$ cat src/gpgpu_ctl_pkg.sv
//--------------------------------------------------------------------------
// GPGPU control block shared definitions
// widths, counts, response codes and the AXI channel payload structs
//--------------------------------------------------------------------------
package gpgpu_ctl_pkg;

   localparam int ID_W      = 4;               // AXI id width
   localparam int ID_COUNT  = 16;              // one slot per id
   localparam int ADDR_W    = 6;               // word address
   localparam int DATA_W    = 32;
   localparam int STRB_W    = 4;               // one strobe per byte
   localparam int LEN_W     = 4;               // burst length is len + 1
   localparam int CNT_W     = 5;               // holds up to 16 beats
   localparam int REG_COUNT = 2;
   localparam int REG_CTL   = 0;               // core control word
   localparam int REG_PC    = 1;               // core start address

   localparam logic [1:0] RESP_OKAY   = 2'd0;
   localparam logic [1:0] RESP_SLVERR = 2'd2;

   typedef logic [ID_W-1:0]   id_t;
   typedef logic [ADDR_W-1:0] addr_t;
   typedef logic [DATA_W-1:0] data_t;
   typedef logic [STRB_W-1:0] strb_t;
   typedef logic [CNT_W-1:0]  cnt_t;

   //-----------------------------------------------------------------------
   // channel payloads
   //-----------------------------------------------------------------------
   typedef struct packed {
      id_t              id;
      addr_t            addr;
      logic [LEN_W-1:0] len;
   } aw_req_t;

   typedef struct packed {
      id_t              id;
      addr_t            addr;
      logic [LEN_W-1:0] len;
   } ar_req_t;

   typedef struct packed {
      id_t   id;
      data_t data;
      strb_t strb;
      logic  last;
   } w_beat_t;

   typedef struct packed {
      id_t        id;
      logic [1:0] resp;
   } b_rsp_t;

   typedef struct packed {
      id_t   id;
      data_t data;
      logic  last;
   } r_beat_t;

   // write port into the register bank
   typedef struct packed {
      addr_t addr;
      data_t data;
      strb_t strb;
   } reg_wr_t;

endpackage

$ cat src/axi_gpgpu_ctl.sv
//--------------------------------------------------------------------------
// AXI slave configuration block for the GPGPU core
//--------------------------------------------------------------------------
`timescale 1ns/1ps

module axi_gpgpu_ctl import gpgpu_ctl_pkg::*; (
   input  logic    clk,
   input  logic    reset_n,
   input  aw_req_t aw_req,
   input  logic    aw_valid,
   output logic    aw_ready,
   input  w_beat_t w_beat,
   input  logic    w_valid,
   output logic    w_ready,
   output b_rsp_t  b_rsp,
   output logic    b_valid,
   input  logic    b_ready,
   input  ar_req_t ar_req,
   input  logic    ar_valid,
   output logic    ar_ready,
   output r_beat_t r_beat,
   output logic    r_valid,
   input  logic    r_ready,
   output logic    core_reset,
   output data_t   reset_pc
);

   //-----------------------------------------------------------------------
   // internal wiring
   //-----------------------------------------------------------------------
   logic [ID_COUNT-1:0] wr_pending;
   addr_t               wr_slot_addr [ID_COUNT];
   cnt_t                wr_slot_left [ID_COUNT];
   logic [ID_COUNT-1:0] wr_advance;
   logic [ID_COUNT-1:0] wr_clear;
   logic [ID_COUNT-1:0] rd_pending;
   addr_t               rd_slot_addr [ID_COUNT];
   cnt_t                rd_slot_len [ID_COUNT];
   logic [ID_COUNT-1:0] rd_clear;
   reg_wr_t             reg_wr;
   logic                reg_we;
   addr_t               rd_addr;
   data_t               rd_data;

   axi_write_addr_table u_write_addr_table (
      .clk       (clk),
      .reset_n   (reset_n),
      .aw_req    (aw_req),
      .aw_valid  (aw_valid),
      .aw_ready  (aw_ready),
      .advance   (wr_advance),
      .clear     (wr_clear),
      .pending   (wr_pending),
      .slot_addr (wr_slot_addr),
      .slot_left (wr_slot_left)
   );

   axi_write_engine u_write_engine (
      .clk       (clk),
      .reset_n   (reset_n),
      .w_beat    (w_beat),
      .w_valid   (w_valid),
      .w_ready   (w_ready),
      .b_rsp     (b_rsp),
      .b_valid   (b_valid),
      .b_ready   (b_ready),
      .pending   (wr_pending),
      .slot_addr (wr_slot_addr),
      .slot_left (wr_slot_left),
      .advance   (wr_advance),
      .clear     (wr_clear),
      .reg_wr    (reg_wr),
      .reg_we    (reg_we)
   );

   axi_read_addr_table u_read_addr_table (
      .clk       (clk),
      .reset_n   (reset_n),
      .ar_req    (ar_req),
      .ar_valid  (ar_valid),
      .ar_ready  (ar_ready),
      .clear     (rd_clear),
      .pending   (rd_pending),
      .slot_addr (rd_slot_addr),
      .slot_len  (rd_slot_len)
   );

   axi_read_engine u_read_engine (
      .clk       (clk),
      .reset_n   (reset_n),
      .pending   (rd_pending),
      .slot_addr (rd_slot_addr),
      .slot_len  (rd_slot_len),
      .clear     (rd_clear),
      .rd_addr   (rd_addr),
      .rd_data   (rd_data),
      .r_beat    (r_beat),
      .r_valid   (r_valid),
      .r_ready   (r_ready)
   );

   core_config_regs u_config_regs (
      .clk        (clk),
      .reset_n    (reset_n),
      .reg_wr     (reg_wr),
      .reg_we     (reg_we),
      .rd_addr    (rd_addr),
      .rd_data    (rd_data),
      .core_reset (core_reset),
      .reset_pc   (reset_pc)
   );

endmodule

$ cat src/axi_read_addr_table.sv
//--------------------------------------------------------------------------
// AXI read address table
// one stored read address and burst length per read id
//--------------------------------------------------------------------------
`timescale 1ns/1ps

module axi_read_addr_table import gpgpu_ctl_pkg::*; (
   input  logic                clk,
   input  logic                reset_n,
   input  ar_req_t             ar_req,
   input  logic                ar_valid,
   output logic                ar_ready,
   input  logic [ID_COUNT-1:0] clear,
   output logic [ID_COUNT-1:0] pending,
   output addr_t               slot_addr [ID_COUNT],
   output cnt_t                slot_len [ID_COUNT]
);

   logic ar_take;

   assign ar_ready = ~pending[ar_req.id];
   assign ar_take  = ar_valid && ar_ready;

   always_ff @(posedge clk or negedge reset_n) begin
      if (!reset_n) begin
         pending <= '0;
      end else begin
         pending <= pending & ~clear;          // last beat taken
         if (ar_take)
            pending[ar_req.id] <= 1'b1;
      end
   end

   always_ff @(posedge clk) begin
      if (ar_take) begin
         slot_addr[ar_req.id] <= ar_req.addr;
         slot_len[ar_req.id]  <= cnt_t'(ar_req.len) + cnt_t'(1);   // beats
      end
   end

endmodule

$ cat src/axi_read_engine.sv
//--------------------------------------------------------------------------
// AXI read data engine
// serves the highest pending id through a two word prefetch pipeline
//--------------------------------------------------------------------------
`timescale 1ns/1ps

module axi_read_engine import gpgpu_ctl_pkg::*; (
   input  logic                clk,
   input  logic                reset_n,
   input  logic [ID_COUNT-1:0] pending,
   input  addr_t               slot_addr [ID_COUNT],
   input  cnt_t                slot_len [ID_COUNT],
   output logic [ID_COUNT-1:0] clear,
   output addr_t               rd_addr,
   input  data_t               rd_data,
   output r_beat_t             r_beat,
   output logic                r_valid,
   input  logic                r_ready
);

   typedef enum logic [1:0] {R_IDLE, R_FILL, R_BURST, R_LAST} r_state_t;

   r_state_t state;
   id_t      cur_id;
   id_t      pick_id;
   cnt_t     rd_ptr;                           // words fetched so far
   cnt_t     beats_left;                       // including the beat on the bus
   data_t    pre_data;                         // first prefetch stage
   logic     nextword;
   logic     fill_done;

   // highest pending id wins
   always_comb begin
      pick_id = '0;
      for (int i = 0; i < ID_COUNT; i++) begin
         if (pending[i])
            pick_id = id_t'(i);
      end
   end

   assign nextword  = (state == R_FILL) || (state == R_BURST && r_ready);
   assign fill_done = (state == R_FILL) && (rd_ptr == cnt_t'(1));
   assign rd_addr   = slot_addr[cur_id] + addr_t'(rd_ptr);

   always_comb begin
      clear = '0;
      if (state == R_LAST && r_ready)
         clear[cur_id] = 1'b1;                 // free slot with the last beat
   end

   //-----------------------------------------------------------------------
   // burst control
   //-----------------------------------------------------------------------
   always_ff @(posedge clk or negedge reset_n) begin
      if (!reset_n) begin
         state      <= R_IDLE;
         cur_id     <= '0;
         rd_ptr     <= '0;
         beats_left <= '0;
         r_valid    <= 1'b0;
      end else begin
         if (nextword)
            rd_ptr <= rd_ptr + cnt_t'(1);
         case (state)
            R_IDLE: begin
               if (|pending) begin
                  state  <= R_FILL;
                  cur_id <= pick_id;
                  rd_ptr <= '0;
               end
            end
            R_FILL: begin
               if (fill_done) begin
                  r_valid    <= 1'b1;
                  beats_left <= slot_len[cur_id];
                  state      <= (slot_len[cur_id] == cnt_t'(1)) ? R_LAST : R_BURST;
               end
            end
            R_BURST: begin
               if (r_ready) begin
                  beats_left <= beats_left - cnt_t'(1);
                  if (beats_left == cnt_t'(2))
                     state <= R_LAST;
               end
            end
            R_LAST: begin
               if (r_ready) begin
                  r_valid <= 1'b0;
                  state   <= R_IDLE;
               end
            end
         endcase
      end
   end

   // data pipeline, frozen while r_ready is low
   always_ff @(posedge clk) begin
      if (nextword) begin
         pre_data    <= rd_data;
         r_beat.data <= pre_data;
      end
      if (fill_done) begin
         r_beat.id   <= cur_id;
         r_beat.last <= (slot_len[cur_id] == cnt_t'(1));
      end else if (state == R_BURST && r_ready) begin
         r_beat.last <= (beats_left == cnt_t'(2));
      end
   end

endmodule

$ cat src/axi_write_addr_table.sv
//--------------------------------------------------------------------------
// AXI write address table
// one stored address and remaining beat count per write id
//--------------------------------------------------------------------------
`timescale 1ns/1ps

module axi_write_addr_table import gpgpu_ctl_pkg::*; (
   input  logic                clk,
   input  logic                reset_n,
   input  aw_req_t             aw_req,
   input  logic                aw_valid,
   output logic                aw_ready,
   input  logic [ID_COUNT-1:0] advance,
   input  logic [ID_COUNT-1:0] clear,
   output logic [ID_COUNT-1:0] pending,
   output addr_t               slot_addr [ID_COUNT],
   output cnt_t                slot_left [ID_COUNT]
);

   logic aw_take;

   assign aw_ready = ~pending[aw_req.id];     // slot free for this id
   assign aw_take  = aw_valid && aw_ready;

   // valid bits
   always_ff @(posedge clk or negedge reset_n) begin
      if (!reset_n) begin
         pending <= '0;
      end else begin
         pending <= pending & ~clear;          // burst finished
         if (aw_take)
            pending[aw_req.id] <= 1'b1;
      end
   end

   // address and remaining beats, accept and advance never hit one slot
   always_ff @(posedge clk) begin
      for (int i = 0; i < ID_COUNT; i++) begin
         if (aw_take && aw_req.id == id_t'(i)) begin
            slot_addr[i] <= aw_req.addr;
            slot_left[i] <= cnt_t'(aw_req.len) + cnt_t'(1);
         end else if (advance[i]) begin
            slot_addr[i] <= slot_addr[i] + addr_t'(1);   // next word
            slot_left[i] <= slot_left[i] - cnt_t'(1);
         end
      end
   end

endmodule

$ cat src/axi_write_engine.sv
//--------------------------------------------------------------------------
// AXI write data engine
// single and burst writes into the register bank, early data buffer per
// id and write response generation
//--------------------------------------------------------------------------
`timescale 1ns/1ps

module axi_write_engine import gpgpu_ctl_pkg::*; (
   input  logic                clk,
   input  logic                reset_n,
   input  w_beat_t             w_beat,
   input  logic                w_valid,
   output logic                w_ready,
   output b_rsp_t              b_rsp,
   output logic                b_valid,
   input  logic                b_ready,
   input  logic [ID_COUNT-1:0] pending,
   input  addr_t               slot_addr [ID_COUNT],
   input  cnt_t                slot_left [ID_COUNT],
   output logic [ID_COUNT-1:0] advance,
   output logic [ID_COUNT-1:0] clear,
   output reg_wr_t             reg_wr,
   output logic                reg_we
);

   typedef enum logic {W_IDLE, W_BURST} w_state_t;

   w_state_t            state;
   id_t                 cur_id;               // id of the open burst

   logic [ID_COUNT-1:0] buf_valid;
   data_t               buf_data [ID_COUNT];
   strb_t               buf_strb [ID_COUNT];
   logic [ID_COUNT-1:0] buf_last;

   logic [ID_COUNT-1:0] drain_hit;
   id_t                 drain_id;
   logic                drain;
   logic                blocked;
   logic                w_take;
   logic                beat_wr;
   logic                beat_buf;
   logic                wr_fire;
   id_t                 wr_id;
   logic                wr_last;
   logic                wr_end;
   logic                wr_ok;

   //-----------------------------------------------------------------------
   // beat selection
   //-----------------------------------------------------------------------
   assign blocked   = b_valid && !b_ready;     // response not yet taken
   assign drain_hit = buf_valid & pending;

   always_comb begin
      drain_id = '0;
      for (int i = 0; i < ID_COUNT; i++) begin
         if (drain_hit[i])
            drain_id = id_t'(i);
      end
   end

   assign drain = (state == W_IDLE) && (|drain_hit) && !blocked;

   always_comb begin
      if (blocked || drain)
         w_ready = 1'b0;
      else if (state == W_BURST)
         w_ready = (w_beat.id == cur_id);      // no interleaving inside a burst
      else
         w_ready = !buf_valid[w_beat.id];
   end

   assign w_take   = w_valid && w_ready;
   assign beat_wr  = w_take && pending[w_beat.id];
   assign beat_buf = w_take && !pending[w_beat.id];   // data before address

   assign wr_fire = drain || beat_wr;
   assign wr_id   = drain ? drain_id : w_beat.id;
   assign wr_last = drain ? buf_last[drain_id] : w_beat.last;
   assign wr_end  = wr_fire && (wr_last || slot_left[wr_id] == cnt_t'(1));
   assign wr_ok   = wr_last && slot_left[wr_id] == cnt_t'(1);

   // register bank write port
   always_comb begin
      reg_we      = wr_fire;
      reg_wr.addr = slot_addr[wr_id];
      reg_wr.data = drain ? buf_data[drain_id] : w_beat.data;
      reg_wr.strb = drain ? buf_strb[drain_id] : w_beat.strb;
   end

   always_comb begin
      advance = '0;
      clear   = '0;
      if (wr_fire && !wr_end)
         advance[wr_id] = 1'b1;
      if (wr_end)
         clear[wr_id] = 1'b1;
   end

   //-----------------------------------------------------------------------
   // state, buffer and response
   //-----------------------------------------------------------------------
   always_ff @(posedge clk or negedge reset_n) begin
      if (!reset_n) begin
         state     <= W_IDLE;
         cur_id    <= '0;
         buf_valid <= '0;
         b_valid   <= 1'b0;
      end else begin
         if (wr_end) begin
            state <= W_IDLE;
         end else if (wr_fire) begin
            state  <= W_BURST;
            cur_id <= wr_id;
         end
         if (beat_buf)
            buf_valid[w_beat.id] <= 1'b1;
         if (drain)
            buf_valid[drain_id] <= 1'b0;
         if (wr_end)
            b_valid <= 1'b1;
         else if (b_ready)
            b_valid <= 1'b0;
      end
   end

   always_ff @(posedge clk) begin
      if (beat_buf) begin
         buf_data[w_beat.id] <= w_beat.data;
         buf_strb[w_beat.id] <= w_beat.strb;
         buf_last[w_beat.id] <= w_beat.last;
      end
      if (wr_end) begin
         b_rsp.id   <= wr_id;
         b_rsp.resp <= wr_ok ? RESP_OKAY : RESP_SLVERR;   // length mismatch
      end
   end

endmodule

$ cat src/core_config_regs.sv
//--------------------------------------------------------------------------
// Core configuration register bank
// control word with self clearing core reset, and the core start address
//--------------------------------------------------------------------------
`timescale 1ns/1ps

module core_config_regs import gpgpu_ctl_pkg::*; (
   input  logic    clk,
   input  logic    reset_n,
   input  reg_wr_t reg_wr,
   input  logic    reg_we,
   input  addr_t   rd_addr,
   output data_t   rd_data,
   output logic    core_reset,
   output data_t   reset_pc
);

   data_t regs [REG_COUNT];

   always_ff @(posedge clk or negedge reset_n) begin
      if (!reset_n) begin
         for (int i = 0; i < REG_COUNT; i++)
            regs[i] <= '0;
      end else begin
         for (int i = 0; i < REG_COUNT; i++) begin
            if (reg_we && reg_wr.addr == addr_t'(i)) begin
               for (int b = 0; b < STRB_W; b++) begin
                  if (reg_wr.strb[b])
                     regs[i][8*b +: 8] <= reg_wr.data[8*b +: 8];   // byte lane
               end
            end else if (i == REG_CTL && regs[i] == data_t'(1)) begin
               regs[i] <= '0;                  // one cycle reset pulse
            end
         end
      end
   end

   // out of range reads give zero
   always_comb begin
      rd_data = '0;
      for (int i = 0; i < REG_COUNT; i++) begin
         if (rd_addr == addr_t'(i))
            rd_data = regs[i];
      end
   end

   assign core_reset = (regs[REG_CTL] == data_t'(1));
   assign reset_pc   = regs[REG_PC];

endmodule

$ cat config.mk
export PLATFORM = sky130hd
export DESIGN_NAME = axi_gpgpu_ctl
export DESIGN_NICKNAME = d
export VERILOG_FILES = /design/src/gpgpu_ctl_pkg.sv /design/src/axi_gpgpu_ctl.sv /design/src/axi_read_addr_table.sv /design/src/axi_read_engine.sv /design/src/axi_write_addr_table.sv /design/src/axi_write_engine.sv /design/src/core_config_regs.sv
export SDC_FILE = /design/constraint.sdc
export NUM_CORES = 2
export LEC_CHECK = 0
export BUFFER_PORTS_ARGS = -buffer_cell sky130_fd_sc_hd__buf_2
export CORE_MARGIN = 2
export CORE_UTILIZATION = 62
export CTS_CLUSTER_DIAMETER = 120
export CTS_CLUSTER_SIZE = 25
export DETAILED_ROUTE_END_ITERATION = 7
export GPL_TIMING_DRIVEN = 0
export HOLD_SLACK_MARGIN = 0.02
export PLACE_DENSITY = 0.84
export SETUP_SLACK_MARGIN = 0.15
export SYNTH_ARGS = -nofsm -noshare
export SYNTH_HDL_FRONTEND = slang
export SYNTH_SLANG_ARGS = --single-unit
$ cat constraint.sdc
create_clock -name clk -period 6.5 [get_ports clk]
set_input_delay 0.65 -clock clk [delete_from_list [all_inputs] [get_ports clk]]
set_output_delay 0.65 -clock clk [all_outputs]
set_load 0.1 [all_outputs]
==> impl_results.md <==
- Largest net degree at the start of global routing: 93
- Async set-or-reset flop fraction in the synthesized netlist: 11.7%
- Critical path origin: u_write_addr_table.pending[11]
- Via count: 34400
- CP Data Required Time: 7.10 ns
- Final cell count without fillers: 5054
- Share of cells above drive strength 1: 13.7%
- R2r startpoint: u_write_addr_table.pending[11]
- Vias in the first global route: 33400
- Clock transition at path regs: 0.10 ns
- Vias/cell: 6.80
- Cell Rows: 104
- Num ports: 157
- WP data arrival: 6.93 ns
- Hold Path Class: in2reg
- Critical path depth: 13
- Maxcap violations: 0
- Critical path, cell by cell: nand2_1, a32oi_1, o21ai_0, o21ai_1, clkbuf_1, buf_1, buf_1, clkbuf_1, nand2_1, a311oi_1, o21ai_0, a21oi_1, mux2_2
- DRC: 0
- CTS Buf Count: 52
- Global-route congestion overflow total: 0
- Slew HR: 7.58%
- Max Root-Sink Buffers: 3
- Dominant synthesized flop cell: edfxtp_1
- Most frequent cells in the layout: edfxtp_1 (1018), nand2_1 (578), nor2_1 (259)
- Top Family by Delay on Critical Path: compound AO/OA/AOI/OAI gates
- Antenna violations before repair: 15
- Worst Path Max Fanout: 10
- Seq cells post-synth: 1153
- Clk root buf: clkbuf_16
- Iteration-0 DRC count of the detailed router: 5759
- Syn. warnings: 0
- Sink Count: 1153
- Power, Total: 28.9 mW
- Post-CTS Setup Inserts: 0
- Net Count, Synth: 3830
- Setup slack, reg-to-reg: 0.17 ns
- Worst R2R End: u_config_regs.reset_pc[14]
- Filler Cell Count: 5300
- DR pass1 iterations: 7
- Tmin final: 6.33 ns
- Area grow syn2layout: 8.67%
- Die height: 290 microns
- Synthesized area: 50600 sq um
- PnR worst setup slack: 0.167 ns
- Netlist cell types: 83
- Post-route ant nets: 0
- Crit share post-route: 97.4%
- Cells after synthesis: 3705
- Core area: 80700 sq um
- CP Class: reg2reg
- Final setup viols: 0
- Placed cell count: 4945
- Post-DP HPWL: 96.5 mm
- Die width: 290 microns
- Critical path capture point: u_config_regs.reset_pc[14]
- Critical Path End Type: register
- Clk Latency, worst-skew pair: 0.67 ns
- Critical path's slowest cell: o21ai_1
- Startpoint Class: register
- Routed length per instance: 27.8 microns
- Nets: 4065
- Initial core utilization: 62.7%
- RSZ-0062 raised after global routing: no
- Fmax achieved: 158 MHz
- Hold Vio Cnt, Final: 0
- P_leak: 19.2 nW
- Routability congestion estimate: 0.965
- EDFF count, synth: 1018
- WHS: 0.344 ns
- First-pass GRT wire length: 206 mm
- Reg2reg path depth: 13
- Most common cell after layout, fill and taps aside: edfxtp_1
- Peak supply drop: 0.646 mV
- Largest stage delay, worst path: 0.97 ns
- Slew Viols, Final: 0
- # H-tree levels: 2
- Dpl ws: -0.148 ns
- Final Util: 68.1%
- PortBufs: 142
- Measured slew at the worst slew-check pin: 1.38 ns
- Post-synthesis sequential area ratio: 67.1%
- Pwr dens: 526 nW/um^2
- Final WL: 141 mm
- Buf/Inv on CP: 4
- CTS tree: built
- Status: finished, final reports clean
- Tot GR Track Use: 33.2%
- Avg Cell Area, Syn: 13.6 sq um
- Final Skew: 0.0262 ns
- Die area: 83900 sq um
==> cell usage after synthesis, drive strengths merged, types with 48 or more instances <==
| master | n | area (sq um) |
|---|---|---|
| nand3 | 63 | 315 |
| inv | 69 | 259 |
| mux2 | 88 | 1020 |
| mux4 | 117 | 2640 |
| nor3 | 48 | 274 |
| dfrtp | 135 | 3380 |
| a311oi | 63 | 552 |
| o21ai | 157 | 793 |
| clkbuf | 153 | 576 |
| nor2 | 275 | 1030 |
| xor2 | 73 | 639 |
| edfxtp | 1018 | 30600 |
| xnor2 | 55 | 482 |
| a21oi | 223 | 1120 |
| and3 | 66 | 413 |
| nand2 | 579 | 2170 |
| mux2i | 88 | 893 |
| buf | 89 | 507 |
| ha | 48 | 601 |
==> cells by family (layout without fill, tap and decap cells) <==
group	after synthesis	after routing	synth area share [%]
AOI/OAI and AO/OA	627	627	7.88
xor gates and xnor gates	128	128	2.22
adders and majority gates	49	49	1.23
buffers and inverters	311	590	2.65
DFF	1153	1153	67.1
muxes	293	293	9.00
other	1	11	0.00742
and+or+nand+nor	1143	1143	9.89
==> power by group <==
part	switching, mW	internal (mW)
sequential	0.668	8.98
combinational	10.9	4.41
clock	2.30	1.58
total	13.9	15.0
==> worst register-to-register path, cell delays in order (launching register included) <==
cell and delay (ns):
dfrtp_1 0.52, nand2_1 0.10, a32oi_1 0.28, o21ai_0 0.30
o21ai_1 0.97, clkbuf_1 0.66, buf_1 0.57, buf_1 0.60
clkbuf_1 0.64, nand2_1 0.14, a311oi_1 0.36, o21ai_0 0.17
a21oi_1 0.67, mux2_2 0.32
==> how the worst min path moves through the flow <==
stage                          startpoint                         endpoint  slack, ns  cells past startpoint
6_report                       w_beat[28]   u_write_engine.buf_data[3][23]       0.34                      1
5_1_grt                        w_beat[28]   u_write_engine.buf_data[2][23]       0.34                      1
3_3_place_gp    u_read_engine.pre_data[5]          u_read_engine.r_beat[6]       0.40                      0
2_1_floorplan                     reset_n           u_config_regs.regs[32]       0.35                      0
4_1_cts                         ar_req[6]  u_read_addr_table.slot_addr[62]       0.32                      1
3_5_place_dp   u_read_engine.pre_data[20]         u_read_engine.r_beat[21]       0.40                      0
==> flip-flops by register name, summed over array words and instances, names as in the netlist, 32 cells and up <==
name	count
u_write_engine.buf_data	512
u_read_engine.pre_data	32
u_write_addr_table.slot_addr	96
u_read_addr_table.slot_len	80
u_read_engine.r_beat	37
u_read_addr_table.slot_addr	96
u_config_regs.regs	32
u_write_engine.buf_strb	64
u_write_addr_table.slot_left	80
u_config_regs.reset_pc	32
==> metrics by stage <==
stage | TNS (ns) | cell area (sq um)
finish | 0 | 55000
global route | 0 | 54900
detailed placement | -1.63 | 53300
CTS | 0 | 54900
floorplan | 0 | 50600
global placement | -499.12 | 52600
==> metal layers <==
layer	GRT usage, %	up-vias	routed length [microns]
li1	-	14400	-
met4	16.3	2	7890
met2	51.5	2698	65100
met3	8.27	520	18000
met1	44.4	16800	49600
met5	0	-	13
==> cell type report <==
type / instances / area (sq um) / share of cell area [%]
Inverter: 69 / 259 / 0.471
Timing Repair Buffer: 181 / 1310 / 2.38
Tap cell: 1060 / 1330 / 2.41
Multi-Input combinational cell: 2241 / 15400 / 28.1
Clock buffer: 93 / 1490 / 2.70
Clock inverter: 5 / 71.3 / 0.130
Buffer: 242 / 1090 / 1.99
Sequential cell: 1153 / 33900 / 61.8
Antenna cell: 10 / 25.0 / 0.0455
==> repair_timing <==
item                                   4_1_cts  5_1_grt
hold buffers                                 1        0
endpoints found under the hold margin       43        0
setup endpoints to repair                    4      128
gates resized for setup                      1        8
cloned                                       0        0
(Power assumes the default switching activity.)
